$ cat config.mk
export PLATFORM = sky130hd
export DESIGN_NAME = reorderBuffer
export DESIGN_NICKNAME = d
export VERILOG_FILES = /design/src/robPkg.sv /design/src/cdbPkg.sv /design/src/robAllocator.sv /design/src/robStorage.sv /design/src/robCommit.sv /design/src/reorderBuffer.sv
export VERILOG_INCLUDE_DIRS = /design/src /design/src/src
export SDC_FILE = /design/constraint.sdc
export NUM_CORES = 1
export LEC_CHECK = 0
export ABC_AREA = 1
export BUFFER_PORTS_ARGS = -buffer_cell sky130_fd_sc_hd__clkbuf_2
export CAP_MARGIN = 20
export CORE_UTILIZATION = 57
export DETAILED_ROUTE_END_ITERATION = 10
export PLACE_DENSITY = 0.77
export SLEW_MARGIN = 20
export SYNTH_ARGS = -nofsm -noshare
export SYNTH_HDL_FRONTEND = slang
export SYNTH_SLANG_ARGS = --single-unit
$ cat constraint.sdc
create_clock -name clk -period 6.65 [get_ports clk]
set_clock_uncertainty 0.15 [all_clocks]
set_input_delay 1.33 -clock clk [delete_from_list [all_inputs] [get_ports clk]]
set_output_delay 1.33 -clock clk [all_outputs]
set_load 0.005 [all_outputs]
$ cat src/robDefines.svh
// Sizing macros for the reorder buffer, included by every RTL file and the testbench
`ifndef ROB_DEFINES_SVH
`define ROB_DEFINES_SVH

// Entry number width, log2 of the depth (2, 3 or 4 all work)
`define ROB_TAG_W 3

// Number of entries
`define ROB_DEPTH (1 << `ROB_TAG_W)

// Data and address width
`define XLEN 32

// Gshare pattern history table index width
`define PHT_INDEX_W 8

// Architectural destination register number
`define ARCH_REG_W 5

`endif

$ cat src/robPkg.sv
// Reorder buffer record types for allocation from rename and for the commit output
`include "robDefines.svh"

package robPkg;

  // Entry number, also the tag that travels with an instruction
  typedef logic [`ROB_TAG_W-1:0] robTagT;

  // Control bits decoded in rename
  typedef struct packed {
    logic regWrite;  // Writes the register file at commit
    logic memWrite;  // Store, memory is written at commit
    logic branch;    // Conditional branch
    logic jump;      // JAL or JALR
  } robCtrlT;

  // Fields written by rename when an entry is allocated
  typedef struct packed {
    logic [`ARCH_REG_W-1:0]  destReg;   // Destination register
    logic [`XLEN-1:0]        instrPc;   // PC of the instruction, for the BTB update
    logic [`PHT_INDEX_W-1:0] phtIndex;  // Gshare index used at fetch
    robCtrlT                 ctrl;
  } robAllocT;

  // One retired instruction as seen by the register file and predictor
  typedef struct packed {
    logic                    valid;          // High one cycle per committed entry
    robTagT                  tag;            // Entry that committed
    logic [`ARCH_REG_W-1:0]  destReg;
    robCtrlT                 ctrl;
    logic [`XLEN-1:0]        result;
    logic [`XLEN-1:0]        instrPc;
    logic [`PHT_INDEX_W-1:0] phtIndex;
    logic                    isControl;      // Control-flow instruction
    logic                    taken;          // Resolved direction
    logic                    mispredict;     // Fetch went the wrong way
    logic [`XLEN-1:0]        targetAddress;  // Resolved target
  } robCommitT;

endpackage

$ cat src/cdbPkg.sv
// Common data bus broadcast type, shared by the reorder buffer and its producers
`include "robDefines.svh"

package cdbPkg;

  // One result broadcast per cycle from the execution units
  typedef struct packed {
    logic                  valid;          // Broadcast strobe
    logic [`ROB_TAG_W-1:0] tag;            // Destination entry in the reorder buffer
    logic [`XLEN-1:0]      result;         // Computed value
    logic                  isControl;      // Branch or jump
    logic                  taken;          // Branch outcome
    logic                  mispredict;     // Prediction was wrong
    logic [`XLEN-1:0]      targetAddress;  // Correct fetch address
  } cdbBroadcastT;

endpackage

$ cat src/robAllocator.sv
// Tail pointer and occupancy of the reorder buffer, gives the next tag and the full flag
`timescale 1ns/1ns
`include "robDefines.svh"

module robAllocator (
  input  logic           clk,
  input  logic           reset,       // Active low, synchronous
  input  logic           allocValid,  // Rename wants an entry
  input  logic           commitFire,  // Head retires at this edge
  input  logic           flush,       // Mispredicted commit at this edge
  input  robPkg::robTagT headTag,
  output robPkg::robTagT allocTag,    // Entry the next allocation receives
  output logic           allocFire,
  output logic           full,
  output logic           empty
);

  robPkg::robTagT      tail;
  logic [`ROB_TAG_W:0] count;  // One bit wider so all entries are usable

  assign allocTag  = tail;
  assign full      = (count == `ROB_DEPTH);
  assign empty     = (count == '0);
  assign allocFire = allocValid & ~full;  // Requests while full are dropped

  always_ff @(posedge clk) begin
    if (!reset) begin
      tail  <= '0;
      count <= '0;
    end else if (flush) begin
      // Everything younger than the committing head is discarded
      tail  <= robPkg::robTagT'(headTag + 1'b1);
      count <= '0;
    end else begin
      if (allocFire) begin
        tail <= robPkg::robTagT'(tail + 1'b1);  // Wraps at depth
      end
      case ({allocFire, commitFire})
        2'b10:   count <= count + 1'b1;
        2'b01:   count <= count - 1'b1;
        default: count <= count;  // Both or neither, occupancy holds
      endcase
    end
  end

  // Occupancy never wraps below zero, commit only retires a held entry
  occupancyBound: assert property (
    @(posedge clk) disable iff (!reset)
    commitFire |-> count != '0
  ) else $error("ROB commit with occupancy %0d", count);

endmodule

$ cat src/robStorage.sv
// Entry arrays of the reorder buffer with ready bits, head read and two operand lookups
`timescale 1ns/1ns
`include "robDefines.svh"

module robStorage (
  input  logic                 clk,
  input  logic                 reset,       // Active low, clears ready bits only
  input  logic                 allocFire,
  input  robPkg::robTagT       allocTag,
  input  robPkg::robAllocT     allocData,
  input  cdbPkg::cdbBroadcastT cdb,
  input  logic                 commitFire,
  input  robPkg::robTagT       headTag,
  input  robPkg::robTagT       lookupTag1,
  input  robPkg::robTagT       lookupTag2,
  output robPkg::robCommitT    headEntry,   // Valid is the stored ready bit
  output logic [`XLEN-1:0]     lookupValue1,
  output logic                 lookupValid1,
  output logic [`XLEN-1:0]     lookupValue2,
  output logic                 lookupValid2
);

  // Rename-time fields
  robPkg::robAllocT allocMem [`ROB_DEPTH];

  // Execution-time fields, filled from the CDB
  logic [`XLEN-1:0] resultMem [`ROB_DEPTH];
  logic [`XLEN-1:0] targetMem [`ROB_DEPTH];
  logic             isControlMem [`ROB_DEPTH];
  logic             takenMem [`ROB_DEPTH];
  logic             mispredictMem [`ROB_DEPTH];

  logic [`ROB_DEPTH-1:0] ready;  // Result present, entry may commit

  // True when the CDB carries this tag in the current cycle
  function automatic logic cdbHit(input cdbPkg::cdbBroadcastT bus, input robPkg::robTagT tag);
    return bus.valid && (bus.tag == tag);
  endfunction

  always_ff @(posedge clk) begin
    if (allocFire) begin
      allocMem[allocTag] <= allocData;
    end
    if (cdb.valid) begin  // Different entry from allocation, see check below
      resultMem[cdb.tag]     <= cdb.result;
      targetMem[cdb.tag]     <= cdb.targetAddress;
      isControlMem[cdb.tag]  <= cdb.isControl;
      takenMem[cdb.tag]      <= cdb.taken;
      mispredictMem[cdb.tag] <= cdb.mispredict;
    end
  end

  always_ff @(posedge clk) begin
    if (!reset) begin
      ready <= '0;
    end else begin
      if (allocFire) ready[allocTag] <= 1'b0;  // Stale result from the last lap
      if (cdb.valid) ready[cdb.tag] <= 1'b1;
      // Last so a bypassed commit leaves the entry not ready
      if (commitFire) ready[headTag] <= 1'b0;
    end
  end

  always_comb begin
    headEntry               = '0;
    headEntry.valid         = ready[headTag];
    headEntry.tag           = headTag;
    headEntry.destReg       = allocMem[headTag].destReg;
    headEntry.ctrl          = allocMem[headTag].ctrl;
    headEntry.instrPc       = allocMem[headTag].instrPc;
    headEntry.phtIndex      = allocMem[headTag].phtIndex;
    headEntry.result        = resultMem[headTag];
    headEntry.isControl     = isControlMem[headTag];
    headEntry.taken         = takenMem[headTag];
    headEntry.mispredict    = mispredictMem[headTag];
    headEntry.targetAddress = targetMem[headTag];
  end

  // Operand lookups, CDB value wins over the stored one
  assign lookupValue1 = cdbHit(cdb, lookupTag1) ? cdb.result : resultMem[lookupTag1];
  assign lookupValid1 = ready[lookupTag1] | cdbHit(cdb, lookupTag1);
  assign lookupValue2 = cdbHit(cdb, lookupTag2) ? cdb.result : resultMem[lookupTag2];
  assign lookupValid2 = ready[lookupTag2] | cdbHit(cdb, lookupTag2);

  // An instruction cannot broadcast before rename has allocated its entry
  cdbNotOnAlloc: assert property (
    @(posedge clk) disable iff (!reset)
    !(allocFire && cdbHit(cdb, allocTag))
  ) else $error("CDB write to entry %0d while it is allocated", allocTag);

endmodule

$ cat src/robCommit.sv
// In-order retirement from the reorder buffer head, with CDB bypass and flush request
`timescale 1ns/1ns
`include "robDefines.svh"

module robCommit (
  input  logic                 clk,
  input  logic                 reset,       // Active low, synchronous
  input  robPkg::robCommitT    headEntry,   // Combinational read of the head entry
  input  cdbPkg::cdbBroadcastT cdb,
  input  logic                 empty,
  output robPkg::robTagT       headTag,
  output logic                 commitFire,
  output logic                 flush,
  output robPkg::robCommitT    commit       // Registered commit record
);

  logic              headBypass;  // CDB is writing the head this cycle
  logic              headReady;
  robPkg::robCommitT nextRecord;

  assign headBypass = cdb.valid && (cdb.tag == headTag);
  assign headReady  = headEntry.valid | headBypass;
  assign commitFire = headReady & ~empty;

  // Head entry with the fresh CDB fields swapped in on a bypass
  always_comb begin
    nextRecord       = headEntry;
    nextRecord.valid = 1'b1;
    if (headBypass) begin
      nextRecord.result        = cdb.result;
      nextRecord.isControl     = cdb.isControl;
      nextRecord.taken         = cdb.taken;
      nextRecord.mispredict    = cdb.mispredict;
      nextRecord.targetAddress = cdb.targetAddress;
    end
  end

  assign flush = commitFire & nextRecord.mispredict;  // Same edge as the commit

  always_ff @(posedge clk) begin
    if (!reset) begin
      headTag <= '0;
      commit  <= '0;
    end else if (commitFire) begin
      headTag <= robPkg::robTagT'(headTag + 1'b1);
      commit  <= nextRecord;
    end else begin
      // Idle cycle, drop anything that changes architectural state
      commit.valid      <= 1'b0;
      commit.ctrl       <= '0;
      commit.isControl  <= 1'b0;
      commit.taken      <= 1'b0;
      commit.mispredict <= 1'b0;
    end
  end

  // Flush empties the buffer, so nothing commits on the edge after it
  noCommitAfterFlush: assert property (
    @(posedge clk) disable iff (!reset)
    flush |=> empty && !commitFire
  ) else $error("Commit from entry %0d right after a flush", headTag);

endmodule

$ cat src/reorderBuffer.sv
// Reorder buffer top level, connects allocator, entry storage and commit logic
`timescale 1ns/1ns
`include "robDefines.svh"

module reorderBuffer (
  input  logic                 clk,
  input  logic                 reset,
  input  logic                 allocValid,    // Rename allocates one entry
  input  robPkg::robAllocT     allocData,
  input  cdbPkg::cdbBroadcastT cdb,
  input  robPkg::robTagT       lookupTag1,
  input  robPkg::robTagT       lookupTag2,
  output robPkg::robTagT       allocTag,
  output logic                 full,
  output logic [`XLEN-1:0]     lookupValue1,
  output logic                 lookupValid1,
  output logic [`XLEN-1:0]     lookupValue2,
  output logic                 lookupValid2,
  output robPkg::robCommitT    commit
);

  logic              allocFire;
  logic              empty;
  logic              commitFire;
  logic              flush;
  robPkg::robTagT    headTag;
  robPkg::robCommitT headEntry;

  robAllocator allocator0 (
    .clk, .reset, .allocValid, .commitFire, .flush, .headTag,
    .allocTag, .allocFire, .full, .empty
  );

  robStorage storage0 (
    .clk, .reset, .allocFire, .allocTag, .allocData, .cdb, .commitFire, .headTag,
    .lookupTag1, .lookupTag2, .headEntry,
    .lookupValue1, .lookupValid1, .lookupValue2, .lookupValid2
  );

  robCommit commit0 (
    .clk, .reset, .headEntry, .cdb, .empty,
    .headTag, .commitFire, .flush, .commit
  );

endmodule

# Word-level counts from Yosys, hierarchy flattened

Memories as Yosys holds them, arrays and structs flattened. A register that Yosys moved wholly into a read port is not among the register bits.
Cells that the tools add are included.
Widths: inputs -> output; s select.

Bits in registers: 72
RAM bits: 928
Input bits: 129
Word-level logic and storage cells: 99
Memories kept: 6

Memories:

| name                   | words | width | rd ports | clocked after memory_dff | write ports | line             | RTL |
|---|---|---|---|---|---|---|---|
| storage0.allocMem      | 8     | 49    | 1        | 1                        | 1           | robStorage.sv:24 | `` robPkg::robAllocT allocMem [`ROB_DEPTH]; `` |
| storage0.resultMem     | 8     | 32    | 3        | 1                        | 1           | robStorage.sv:27 | `` logic [`XLEN-1:0] resultMem [`ROB_DEPTH]; `` |
| storage0.targetMem     | 8     | 32    | 1        | 1                        | 1           | robStorage.sv:28 | `` logic [`XLEN-1:0] targetMem [`ROB_DEPTH]; `` |
| storage0.isControlMem  | 8     | 1     | 1        | 1                        | 1           | robStorage.sv:29 | `` logic isControlMem [`ROB_DEPTH]; `` |
| storage0.mispredictMem | 8     | 1     | 1        | 1                        | 1           | robStorage.sv:31 | `` logic mispredictMem [`ROB_DEPTH]; `` |
| storage0.takenMem      | 8     | 1     | 1        | 1                        | 1           | robStorage.sv:30 | `` logic takenMem [`ROB_DEPTH]; `` |

Add/subtract/negate cells: 4
$lt $le $gt $ge: 8
Equal/unequal tests: 6
Muxes and demuxes: 32
Bitwise gates (word level): 14
Reductions and logical operators: 15

Operator list:

| kind                | count |
|---|---|
| $mux 32             | 2 |
| $mux 8              | 5 |
| $mux 35             | 1 |
| $lt 3x4->1 const B  | 5 |
| $mux 3              | 6 |
| $and 8x8->8         | 2 |
| $not 8->8           | 2 |
| $mux 1              | 11 |
| $bmux 1 s3          | 3 |
| $demux 1 s3         | 3 |
| $eq 3x3->1          | 3 |
| $ge 3x1->1 const B  | 3 |
| $or 8x8->8          | 1 |
| $pmux 4 s2          | 1 |
| $add 3x1->3 const B | 2 |
| $logic_and 1x1->1   | 6 |
| $add 4x1->4 const B | 1 |
| $eq 4x4->1 const B  | 1 |
| $logic_not 1->1     | 4 |
| $logic_not 4->1     | 1 |
| $reduce_bool 2->1   | 2 |
| $sub 4x1->4 const B | 1 |
| $and 1x1->1         | 3 |
| $not 1->1           | 3 |
| 5 further kinds     | 7 |

# Longest topological paths before layout

Gate-level depths: netlist of run 1.

Depth after elaboration: 13
Depth in mapped cells: 20

# By module

Synthesis of run 1 repeated with hierarchy kept, for this count alone.

Cell total of the unflattened synthesis: 4912
Area total of the unflattened synthesis: 48680.4 µm²

By module, submodules not included:

| module       | instances | cells each | area each (µm²) | seq. area each (µm²) |
|---|---|---|---|---|
| robStorage   | 1         | 3838       | 42200.5         | 28026.9 |
| robCommit    | 1         | 1001       | 6002.0          | 2462.4 |
| robAllocator | 1         | 73         | 478.0           | 140.1 |

# Worst setup path after synthesis of run 1

No wires, ideal clock.

Kind: input port to flip-flop
From: input port cdb[69] (netlist bit)
To: memory storage0.isControlMem[0] (enable)
Setup time: 0.492 ns
Arrival: 4.452 ns
Data required time: 6.008 ns
Setup slack: 1.555 ns
Stages: 4
Path buffers: 1
Cells stage by stage: buf_2 -> inv_1 -> nand2_1 -> nor2_1

RTL lines:

| element            | line                | RTL |
|---|---|---|
| start: declaration | reorderBuffer.sv:10 | `input cdbPkg::cdbBroadcastT cdb,` |
| end: declaration   | robStorage.sv:29    |  |

Straight into the memory's write port.

# Worst setup path after layout of run 1

From: input port lookupTag2[0]
To: output port lookupValue2[21]

Word-level cells in the longest chain between the ends: 3
Elaborated cells on any way between the ends: 4

RTL lines:

| element                                              | line                | RTL |
|---|---|---|
| start: declaration                                   | reorderBuffer.sv:12 | `input robPkg::robTagT lookupTag2,` |
| branches (longest 2 deep; another with $mem_v2 8x32) | -                   |  |
| $mux 32 *                                            | robStorage.sv:82    | `assign lookupValue2 = cdbHit(cdb, lookupTag2) ? cdb.result : resultMem[lookupTag2];` |
| end: declaration                                     | reorderBuffer.sv:17 | `` output logic [`XLEN-1:0] lookupValue2, `` |

Mark *: on every way between the ends.

==> impl_summary.log, run 1 <==
[metrics] kind of cell adding the most delay to the critical path: buffers and inverters
[metrics] P per Cell Area: 314.7 mW/mm^2
[metrics] crit path capture type: output port
[metrics] number of max-slew violations in the final report: 0
[metrics] final-report hold violation count: 0
[metrics] antenna violations before repair: 16
[metrics] accumulated negative setup slack: 0 ns
[metrics] minimum clock period: 5.640 ns
[metrics] Mapped Cells: ~4,300
[metrics] Internal Dissipation: roughly 0.012 W
[metrics] aggregate routed wire length: between 100,000 and 150,000 um
[metrics] sum of net half-perimeters after detailed placement: slightly below 70,000 um
[metrics] worst min-delay path class: flop to flop
[metrics] average footprint of a synthesized cell: roughly 11 um^2
[metrics] worst setup path class: input pin to output port
[metrics] number of design rule violations left after detail routing: 0
[metrics] final weighted congestion of routability-driven global placement: 0.9265
[metrics] Die Outline Area: between 0.08 and 0.09 mm^2
[metrics] die height: 285.4 um
[metrics] leakage: 18.43 nW
[metrics] post-layout total power: 0.01628 W
[metrics] total number of H-tree levels: 3
[metrics] Synth top area share: 60.86%
[metrics] critical path fanouts, max: between 80 and 90
[metrics] VDD IR-drop max: about 0.27 mV
[metrics] buffer cell driving the clock tree root: sky130_fd_sc_hd__clkbuf_16
[metrics] most used flip-flop cell after synthesis: sky130_fd_sc_hd__edfxtp_1
[metrics] buffer levels on the longest clock path: 3
[metrics] layout cell share with drive strength beyond 1: 12.59%
[metrics] worst path arrival time: between 4 and 5 ns
[metrics] count of buffers from port buffering: ~320
[metrics] count of instances resized after the clock tree is built: 0
[metrics] number of flip-flops and latches in the synthesized netlist: 1,069
[metrics] first-pass GRT wire length: roughly 190,000 um
[metrics] remaining antenna violation count after routing: 0
[metrics] setup slack on the worst flop-to-flop path: roughly 2.3 ns
[metrics] cell with the largest stage delay on the worst path: sky130_fd_sc_hd__buf_4
[metrics] maximum number of pins on one net before global-route repair: roughly 270
[metrics] number of nets in the final layout: between 4,000 and 5,000
[metrics] cell types with the largest area share after synthesis: sky130_fd_sc_hd__edfxtp_1 (61%), sky130_fd_sc_hd__o21ai_0 (10%), sky130_fd_sc_hd__dfxtp_1 (6.2%)
[metrics] wire per inst: 22.56 um
[metrics] number of max-cap violations: 0
[metrics] data required time of the worst path: 5.17 ns
[metrics] Avg Vias per Cell: ~6.2
[metrics] number of iterations in the first detailed-routing pass: 6
[metrics] kind of launch point of the worst setup path: input pin
[metrics] sink count of the clock tree: between 1,000 and 1,500
[metrics] switching fraction of total power: a little over a quarter
[metrics] Logic pwr share: 14.6%
[metrics] share of the clock period used by the worst path: between 80% and 90%
[metrics] result of the run: completed
[metrics] highest clock rate: between 0.15 and 0.2 GHz
[metrics] Core Util, Final: 65.29%
[metrics] Sw Pwr: approximately 0.0044 W
[metrics] standard cell core area: between 0.07 and 0.08 mm^2
[metrics] Die X-Extent: roughly 290 um
[metrics] initial standard-cell utilization of the core: 57.78%
[metrics] Num CTS Buffers: between 100 and 150
[metrics] Worst-Margin Slew: about 1.1 ns
[metrics] number of endpoints failing setup at the final stage: 0
[metrics] Post-synth EDFFs: 928
[metrics] Post-Synthesis Net Count: between 4,000 and 5,000
[metrics] hold buffers post-CTS: 0
[metrics] vias in the first global route: 32,410
[metrics] maximum single-stage delay on the critical path: ~0.63 ns
[metrics] buffers inserted during post-CTS setup optimization: 0
[metrics] clk_lat worst skew: between 0.6 and 0.7 ns
[metrics] synthesized area: 0.04579 mm^2
[metrics] count of cell types in the netlist: 34
[metrics] signed area change from the synthesized netlist to the final layout: 13.00%
[metrics] number of warnings issued by yosys: 0
[metrics] count of standard-cell rows: about 100
[metrics] total track usage: a little under a third
[metrics] clock network fraction of total power: 37.3%
[metrics] portion of total power attributed to sequential cells: 48.1%
[metrics] sequential element share of the synthesized area: between 60% and 70%
[metrics] WP buf/inv: 4
[metrics] most frequent cells after synthesis: sky130_fd_sc_hd__o21ai_0 (941), sky130_fd_sc_hd__edfxtp_1 (928), sky130_fd_sc_hd__nor2_1 (504)
[metrics] TritonCTS clock tree: built
[metrics] async set-or-reset flop fraction in the synthesized netlist: 0%
[metrics] leading area contributor after synthesis: sky130_fd_sc_hd__edfxtp_1
[metrics] setup repair after global routing missed its margin: no
[metrics] detailed-route via count: 34,670
[metrics] number of design-rule violations left by the first detailed-router iteration: between 4,000 and 5,000
[metrics] cells traversed along the worst timing path: buf_4 > inv_2 > a21oi_1 > o2111ai_4 > buf_4 > o21ai_0 > o21ai_0 > clkbuf_2
[metrics] clock slew seen by the registers of the worst setup and hold paths: ~0.060 ns
[metrics] most frequent cell after synthesis: sky130_fd_sc_hd__o21ai_0
[metrics] I/O pin count: 319
[metrics] Slew HR: between 20 and 25%
[metrics] sum of overflow across all layers after global routing: 0
[sequential cells by signal, summed over array words and instances (netlist names), named ones only]
register                cells
storage0.isControlMem       8
allocator0.count            4
storage0.mispredictMem      8
storage0.ready              8
commit0.commit            120
allocator0.allocTag         3
storage0.resultMem        256
storage0.targetMem        256
commit0.headTag             3
storage0.takenMem           8
storage0.allocMem         392
[worst reg2reg max path, stage by stage (launching register included)]
cell and delay, ns:
sky130_fd_sc_hd__dfxtp_1 0.57, sky130_fd_sc_hd__nand2_2 0.33, sky130_fd_sc_hd__inv_2 0.11, sky130_fd_sc_hd__buf_4 0.77, sky130_fd_sc_hd__nand3_1 0.15, sky130_fd_sc_hd__nand2_1 0.15
sky130_fd_sc_hd__nor2_2 0.07, sky130_fd_sc_hd__a21oi_4 0.33, sky130_fd_sc_hd__buf_4 0.53, sky130_fd_sc_hd__ha_1 0.31, sky130_fd_sc_hd__nand2_1 0.07, sky130_fd_sc_hd__inv_1 0.07
sky130_fd_sc_hd__nor2_1 0.05, sky130_fd_sc_hd__ha_1 0.17, sky130_fd_sc_hd__a21oi_1 0.14, sky130_fd_sc_hd__xor2_1 0.16, sky130_fd_sc_hd__nand2_1 0.06, sky130_fd_sc_hd__a21oi_1 0.12
[logic make-up after synthesis]
| group | Yosys count | synth area share, % |
|---|---|---|
| DFF | 1069 | 67.02 |
| AOI/OAI and AO/OA | 1688 | 19.27 |
| and+or+nand+nor | 960 | 8.457 |
| adders and majority gates | 5 | 0.1366 |
| xor gates and xnor gates | 9 | 0.1721 |
| buffers and inverters | 574 | 4.940 |
[through the flow]
step / hold WS (ns) / std cells / cell area, um^2 / worst slack [ns]
3_3_place_gp: 0.3104 / 5390 / 48040 / 1.134
5_1_grt: 0.3448 / 5602 / 51740 / 0.8534
3_5_place_dp: 0.3166 / 5390 / 48040 / 1.075
4_1_cts: 0.3249 / 5590 / 51610 / 1.096
6_report: 0.3193 / 5603 / 51740 / 1.010
2_1_floorplan: 0.3167 / 4305 / 45790 / 1.555
[routing by layer]
metal / vias to the layer above / track usage [%] / routed length, um / part of all wire, %
met1: 16420 / 40.57 / 48390 / 38
met2: 2023 / 48.25 / 59930 / 47
met5: - / 0 / 100 / 0.079
li1: 15880 / - / - / -
met4: 16 / 13.09 / 4066 / 3.2
met3: 329 / 6.531 / 13900 / 11
[power groups by stage]
stage,combinational [W],clock [W],sequential (W)
finish,0.00237,0.00607,0.00784
global route,0.00261,0.00638,0.00787
CTS,0.00233,0.00612,0.00784
detailed placement,0.00231,0,0.00798
global placement,0.00227,0,0.00797
floorplan,0.00150,0,0.00790
[worst paths after layout]
check,to,startpoint,cells after the start
worst max-delay path,lookupValue2[21],lookupTag2[0],8
worst min-delay path,commit0.commit[99],commit0.commit[99],2
worst max register to register,allocator0.count[2],commit0.headTag[2],17
worst min register to register,commit0.commit[99],commit0.commit[99],2
[final cells by class]
type / instances / area, um^2
multi-input cells: 2662 / 13020
clock inverters: 54 / 630.6
inverters: 242 / 920.9
well taps: 1050 / 1314
clock buffers: 146 / 2943
flip-flops and latches: 1069 / 30700
diodes: 9 / 22.52
repair buffers: 371 / 2191
fillers: 5882 / 27510
[placed cells by master (no fill, tap or decap), drive strengths merged, types with 9 or more instances in the layout]
cell	n
inv	244
clkinv	40
o22ai	101
a31oi	46
dfxtp	141
clkbuf	459
edfxtp	928
nor2	507
bufinv	10
diode	9
buf	58
nand4	40
o21ai	1013
o211ai	66
nand3	107
nand2	302
a21oi	456
(Power assumes the default switching activity.)
==> run 2: changes to the inputs <==
--- a/config.mk
+++ b/config.mk
@@ -6,7 +6,7 @@
 export SDC_FILE = /design/constraint.sdc
 export NUM_CORES = 1
 export LEC_CHECK = 0
-export ABC_AREA = 1
+export ABC_AREA = 0
 export BUFFER_PORTS_ARGS = -buffer_cell sky130_fd_sc_hd__clkbuf_2
 export CAP_MARGIN = 20
 export CORE_UTILIZATION = 57
==> constraint.sdc (replaced) <==
create_clock -name clk -period 5.4 [get_ports clk]
set_clock_uncertainty 0.15 [all_clocks]
set_input_delay 1.08 -clock clk [delete_from_list [all_inputs] [get_ports clk]]
set_output_delay 1.08 -clock clk [all_outputs]
set_load 0.005 [all_outputs]
==> impl_summary.log, run 2 <==
[metrics] number of endpoints failing setup at the final stage: 0 (unchanged)
[metrics] I/O pin count: 319 (unchanged)
[metrics] origin of the worst min-delay path: commit0.commit[88]
[metrics] Post-synth EDFFs: 928 (unchanged)
[metrics] data required time of the worst path: 4.17 ns (-1.00 ns)
[metrics] kind of launch point of the worst setup path: input pin
[metrics] remaining antenna violation count after routing: 0 (unchanged)
[metrics] leading area contributor after synthesis: sky130_fd_sc_hd__edfxtp_1
[metrics] Die X-Extent: 282.5 um (-1.0%)
[metrics] number of design-rule violations left by the first detailed-router iteration: 2,439 (-46%)
[metrics] standard cell core area: 0.07759 mm^2 (-2.1%)
[metrics] number of design rule violations left after detail routing: 0 (unchanged)
[metrics] average footprint of a synthesized cell: 18.56 um^2 (+74%)
[metrics] first-pass GRT wire length: 155,100 um (-18%)
[metrics] Worst-Margin Slew: 1.058 ns (-0.07112 ns)
[metrics] aggregate routed wire length: 104,700 um (-17%)
[metrics] die height: 282.5 um (-1.0%)
[metrics] result of the run: completed
[metrics] Synth top area share: 62.14% (+1.3 points)
[metrics] Post-Synthesis Net Count: 2,551 (-43%)
[metrics] total number of H-tree levels: 3 (unchanged)
[metrics] largest registers in the final layout: storage0.allocMem: 392 flops, storage0.resultMem: 256 flops, storage0.targetMem: 256 flops
[metrics] buffer levels on the longest clock path: 3 (unchanged)
[metrics] leakage: 17.47 nW (-5.2%)
[metrics] count of standard-cell rows: 102 (-0.97%)
[metrics] sink count of the clock tree: 1,069 (unchanged)
[metrics] most frequent cell after synthesis: sky130_fd_sc_hd__edfxtp_1
[metrics] worst min-delay path class: flop to flop
[metrics] final-report hold violation count: 0 (unchanged)
[metrics] total track usage: 26.43% (-3.9 points)
[metrics] number of nets in the final layout: 2,853 (-38%)
[metrics] minimum clock period: 4.202 ns
[metrics] number of max-slew violations in the final report: 0 (unchanged)
[metrics] maximum number of pins on one net before global-route repair: 97 (-64%)
[metrics] buffer cell driving the clock tree root: sky130_fd_sc_hd__clkbuf_16
[metrics] most common library cell in the layout ignoring fill and taps: sky130_fd_sc_hd__edfxtp_1
[metrics] count of instances resized after the clock tree is built: 0 (unchanged)
[metrics] initial standard-cell utilization of the core: 57.80% (about the same)
[metrics] count of cell types in the netlist: 44 (+29%)
[metrics] number of max-cap violations: 0 (unchanged)
[metrics] vias in the first global route: 25,390 (-22%)
[metrics] sequential element share of the synthesized area: 68.43% (+1.4 points)
[metrics] wire per inst: 27.12 um (+20%)
[metrics] count of buffers from port buffering: 318 (unchanged)
[metrics] worst setup path class: input pin to output port
[metrics] worst path arrival time: 2.97 ns (-1.19 ns)
[metrics] final weighted congestion of routability-driven global placement: 0.8164 (-12%)
[metrics] sum of overflow across all layers after global routing: 0 (unchanged)
[metrics] highest clock rate: 0.2380 GHz
[metrics] VDD IR-drop max: 0.2805 mV (+5.0%)
[metrics] hold_ws: 0.3206 ns (+0.001274 ns)
[metrics] most used flip-flop cell after synthesis: sky130_fd_sc_hd__edfxtp_1
[metrics] number of iterations in the first detailed-routing pass: 5 (-1)
[metrics] clock slew seen by the registers of the worst setup and hold paths: 0.06 ns (about the same)
[metrics] antenna violations before repair: 17 (+1)
[metrics] post-layout total power: 0.01853 W (+14%)
[metrics] fillers: 5,127 (-13%)
[metrics] start point of the critical path: lookupTag2[1]
[metrics] highest-count cells in the layout ignoring fill and taps: sky130_fd_sc_hd__edfxtp_1 (928), sky130_fd_sc_hd__mux4_2 (364), sky130_fd_sc_hd__clkbuf_2 (313), sky130_fd_sc_hd__mux2i_1 (195), sky130_fd_sc_hd__nor2_1 (137)
[metrics] buffers inserted during post-CTS setup optimization: 0 (unchanged)
[metrics] cell types with the largest area share after synthesis: sky130_fd_sc_hd__edfxtp_1 (62%), sky130_fd_sc_hd__mux4_2 (18%), sky130_fd_sc_hd__dfxtp_1 (6.3%)
[metrics] Mapped Cells: 2,417 (-44%)
[metrics] setup repair after global routing missed its margin: no
[metrics] sum of net half-perimeters after detailed placement: 59,710 um (-11%)
[metrics] Slew HR: 29.44% (+4.9 points)
[metrics] number of flip-flops and latches in the synthesized netlist: 1,069 (unchanged)
[metrics] detailed-route via count: 24,520 (-29%)
[metrics] synthesized area: 0.04485 mm^2 (-2.1%)
[metrics] TritonCTS clock tree: built
[metrics] hold buffers post-CTS: 0 (unchanged)
[metrics] layout cell share with drive strength beyond 1: 33.26% (+21 points)
[metrics] clk_lat worst skew: 0.66 ns (-0.02 ns)
[metrics] accumulated negative setup slack: 0 ns (unchanged)
[metrics] Die Outline Area: 0.07981 mm^2 (-2.0%)
[metrics] critical path fanouts, max: 25 (-71%)
[metrics] number of warnings issued by yosys: 0 (unchanged)
[metrics] number of flip-flops under the largest register name: 392 (unchanged)
[metrics] share of the clock period used by the worst path: just under 80%
[metrics] P per Cell Area: 359.6 mW/mm^2 (+14%)
[metrics] signed area change from the synthesized netlist to the final layout: 14.86%
[metrics] Num CTS Buffers: 106 (unchanged)
[metrics] Avg Vias per Cell: 6.350 (+2.6%)
[metrics] most frequent cells after synthesis: sky130_fd_sc_hd__edfxtp_1 (928), sky130_fd_sc_hd__mux4_2 (364), sky130_fd_sc_hd__mux2i_1 (195)
[metrics] largest register by flop count: storage0.allocMem
[metrics] RR Startpoint: commit0.headTag[1]
[metrics] async set-or-reset flop fraction in the synthesized netlist: 0% (unchanged)
[metrics] crit path capture type: output port
[run 2: kinds of logic after synthesis]
family / count (synthesis) / synth area share, %
fa+ha+maj: 5 / 0.1395
compound gates: 274 / 3.886
mux: 560 / 22.66
flops: 1069 / 68.43
buf+inv: 183 / 1.696
simple gates: 308 / 2.840
xor+xnor: 18 / 0.3515
[run 2: worst paths after layout]
check / to / slack (ns) / cells past startpoint
max: lookupValue2[28] / 1.20 / 6
min: commit0.commit[88] / 0.32 / 2
max reg2reg: allocator0.count[2] / 1.66 / 13
min reg2reg: commit0.commit[88] / 0.32 / 2
[run 2: worst max-delay path: stages]
cell and delay (ns):
sky130_fd_sc_hd__buf_2 0.55, sky130_fd_sc_hd__buf_4 0.48, sky130_fd_sc_hd__mux4_2 0.36, sky130_fd_sc_hd__mux2i_1 0.23, sky130_fd_sc_hd__a21oi_1 0.11, sky130_fd_sc_hd__clkbuf_2 0.13
[run 2: layer usage]
| metal | track usage (%) | wire (um) | up-vias |
|---|---|---|---|
| met5 | 0 | 129 | - |
| met4 | 8.621 | 2778 | 20 |
| met3 | 6.385 | 8514 | 195 |
| met2 | 44.73 | 53710 | 1064 |
| met1 | 33.77 | 39570 | 12710 |
| li1 | - | - | 10530 |
[run 2: cell type report]
class	instances	area, um^2	share of cell area (%)
antenna	10	25.02	0.04858
tap	1040	1301	2.526
inverter	2	7.507	0.01457
sequential	1069	30710	59.62
timing repair buffer	375	2177	4.226
clock inverter	53	718.2	1.394
multi-input combinational	1165	13530	26.27
clock buffer	147	3042	5.905
[run 2: stage by stage]
stage	utilization, %	setup WS, ns	std cells	cell area, um^2
global placement	61.51	1.206	3651	47730
floorplan	-	0.03176	2417	44860
finish	66.39	1.198	3861	51510
detailed placement	61.51	1.194	3651	47730
global route	66.37	1.048	3857	51500
CTS	66.36	1.192	3851	51490
[run 2: power breakdown]
| group | internal [W] | switching [W] |
|---|---|---|
| sequential | 0.00926 | 0.000137 |
| combinational | 0.000592 | 0.000725 |
| clock | 0.00474 | 0.00307 |
| total | 0.0146 | 0.00393 |
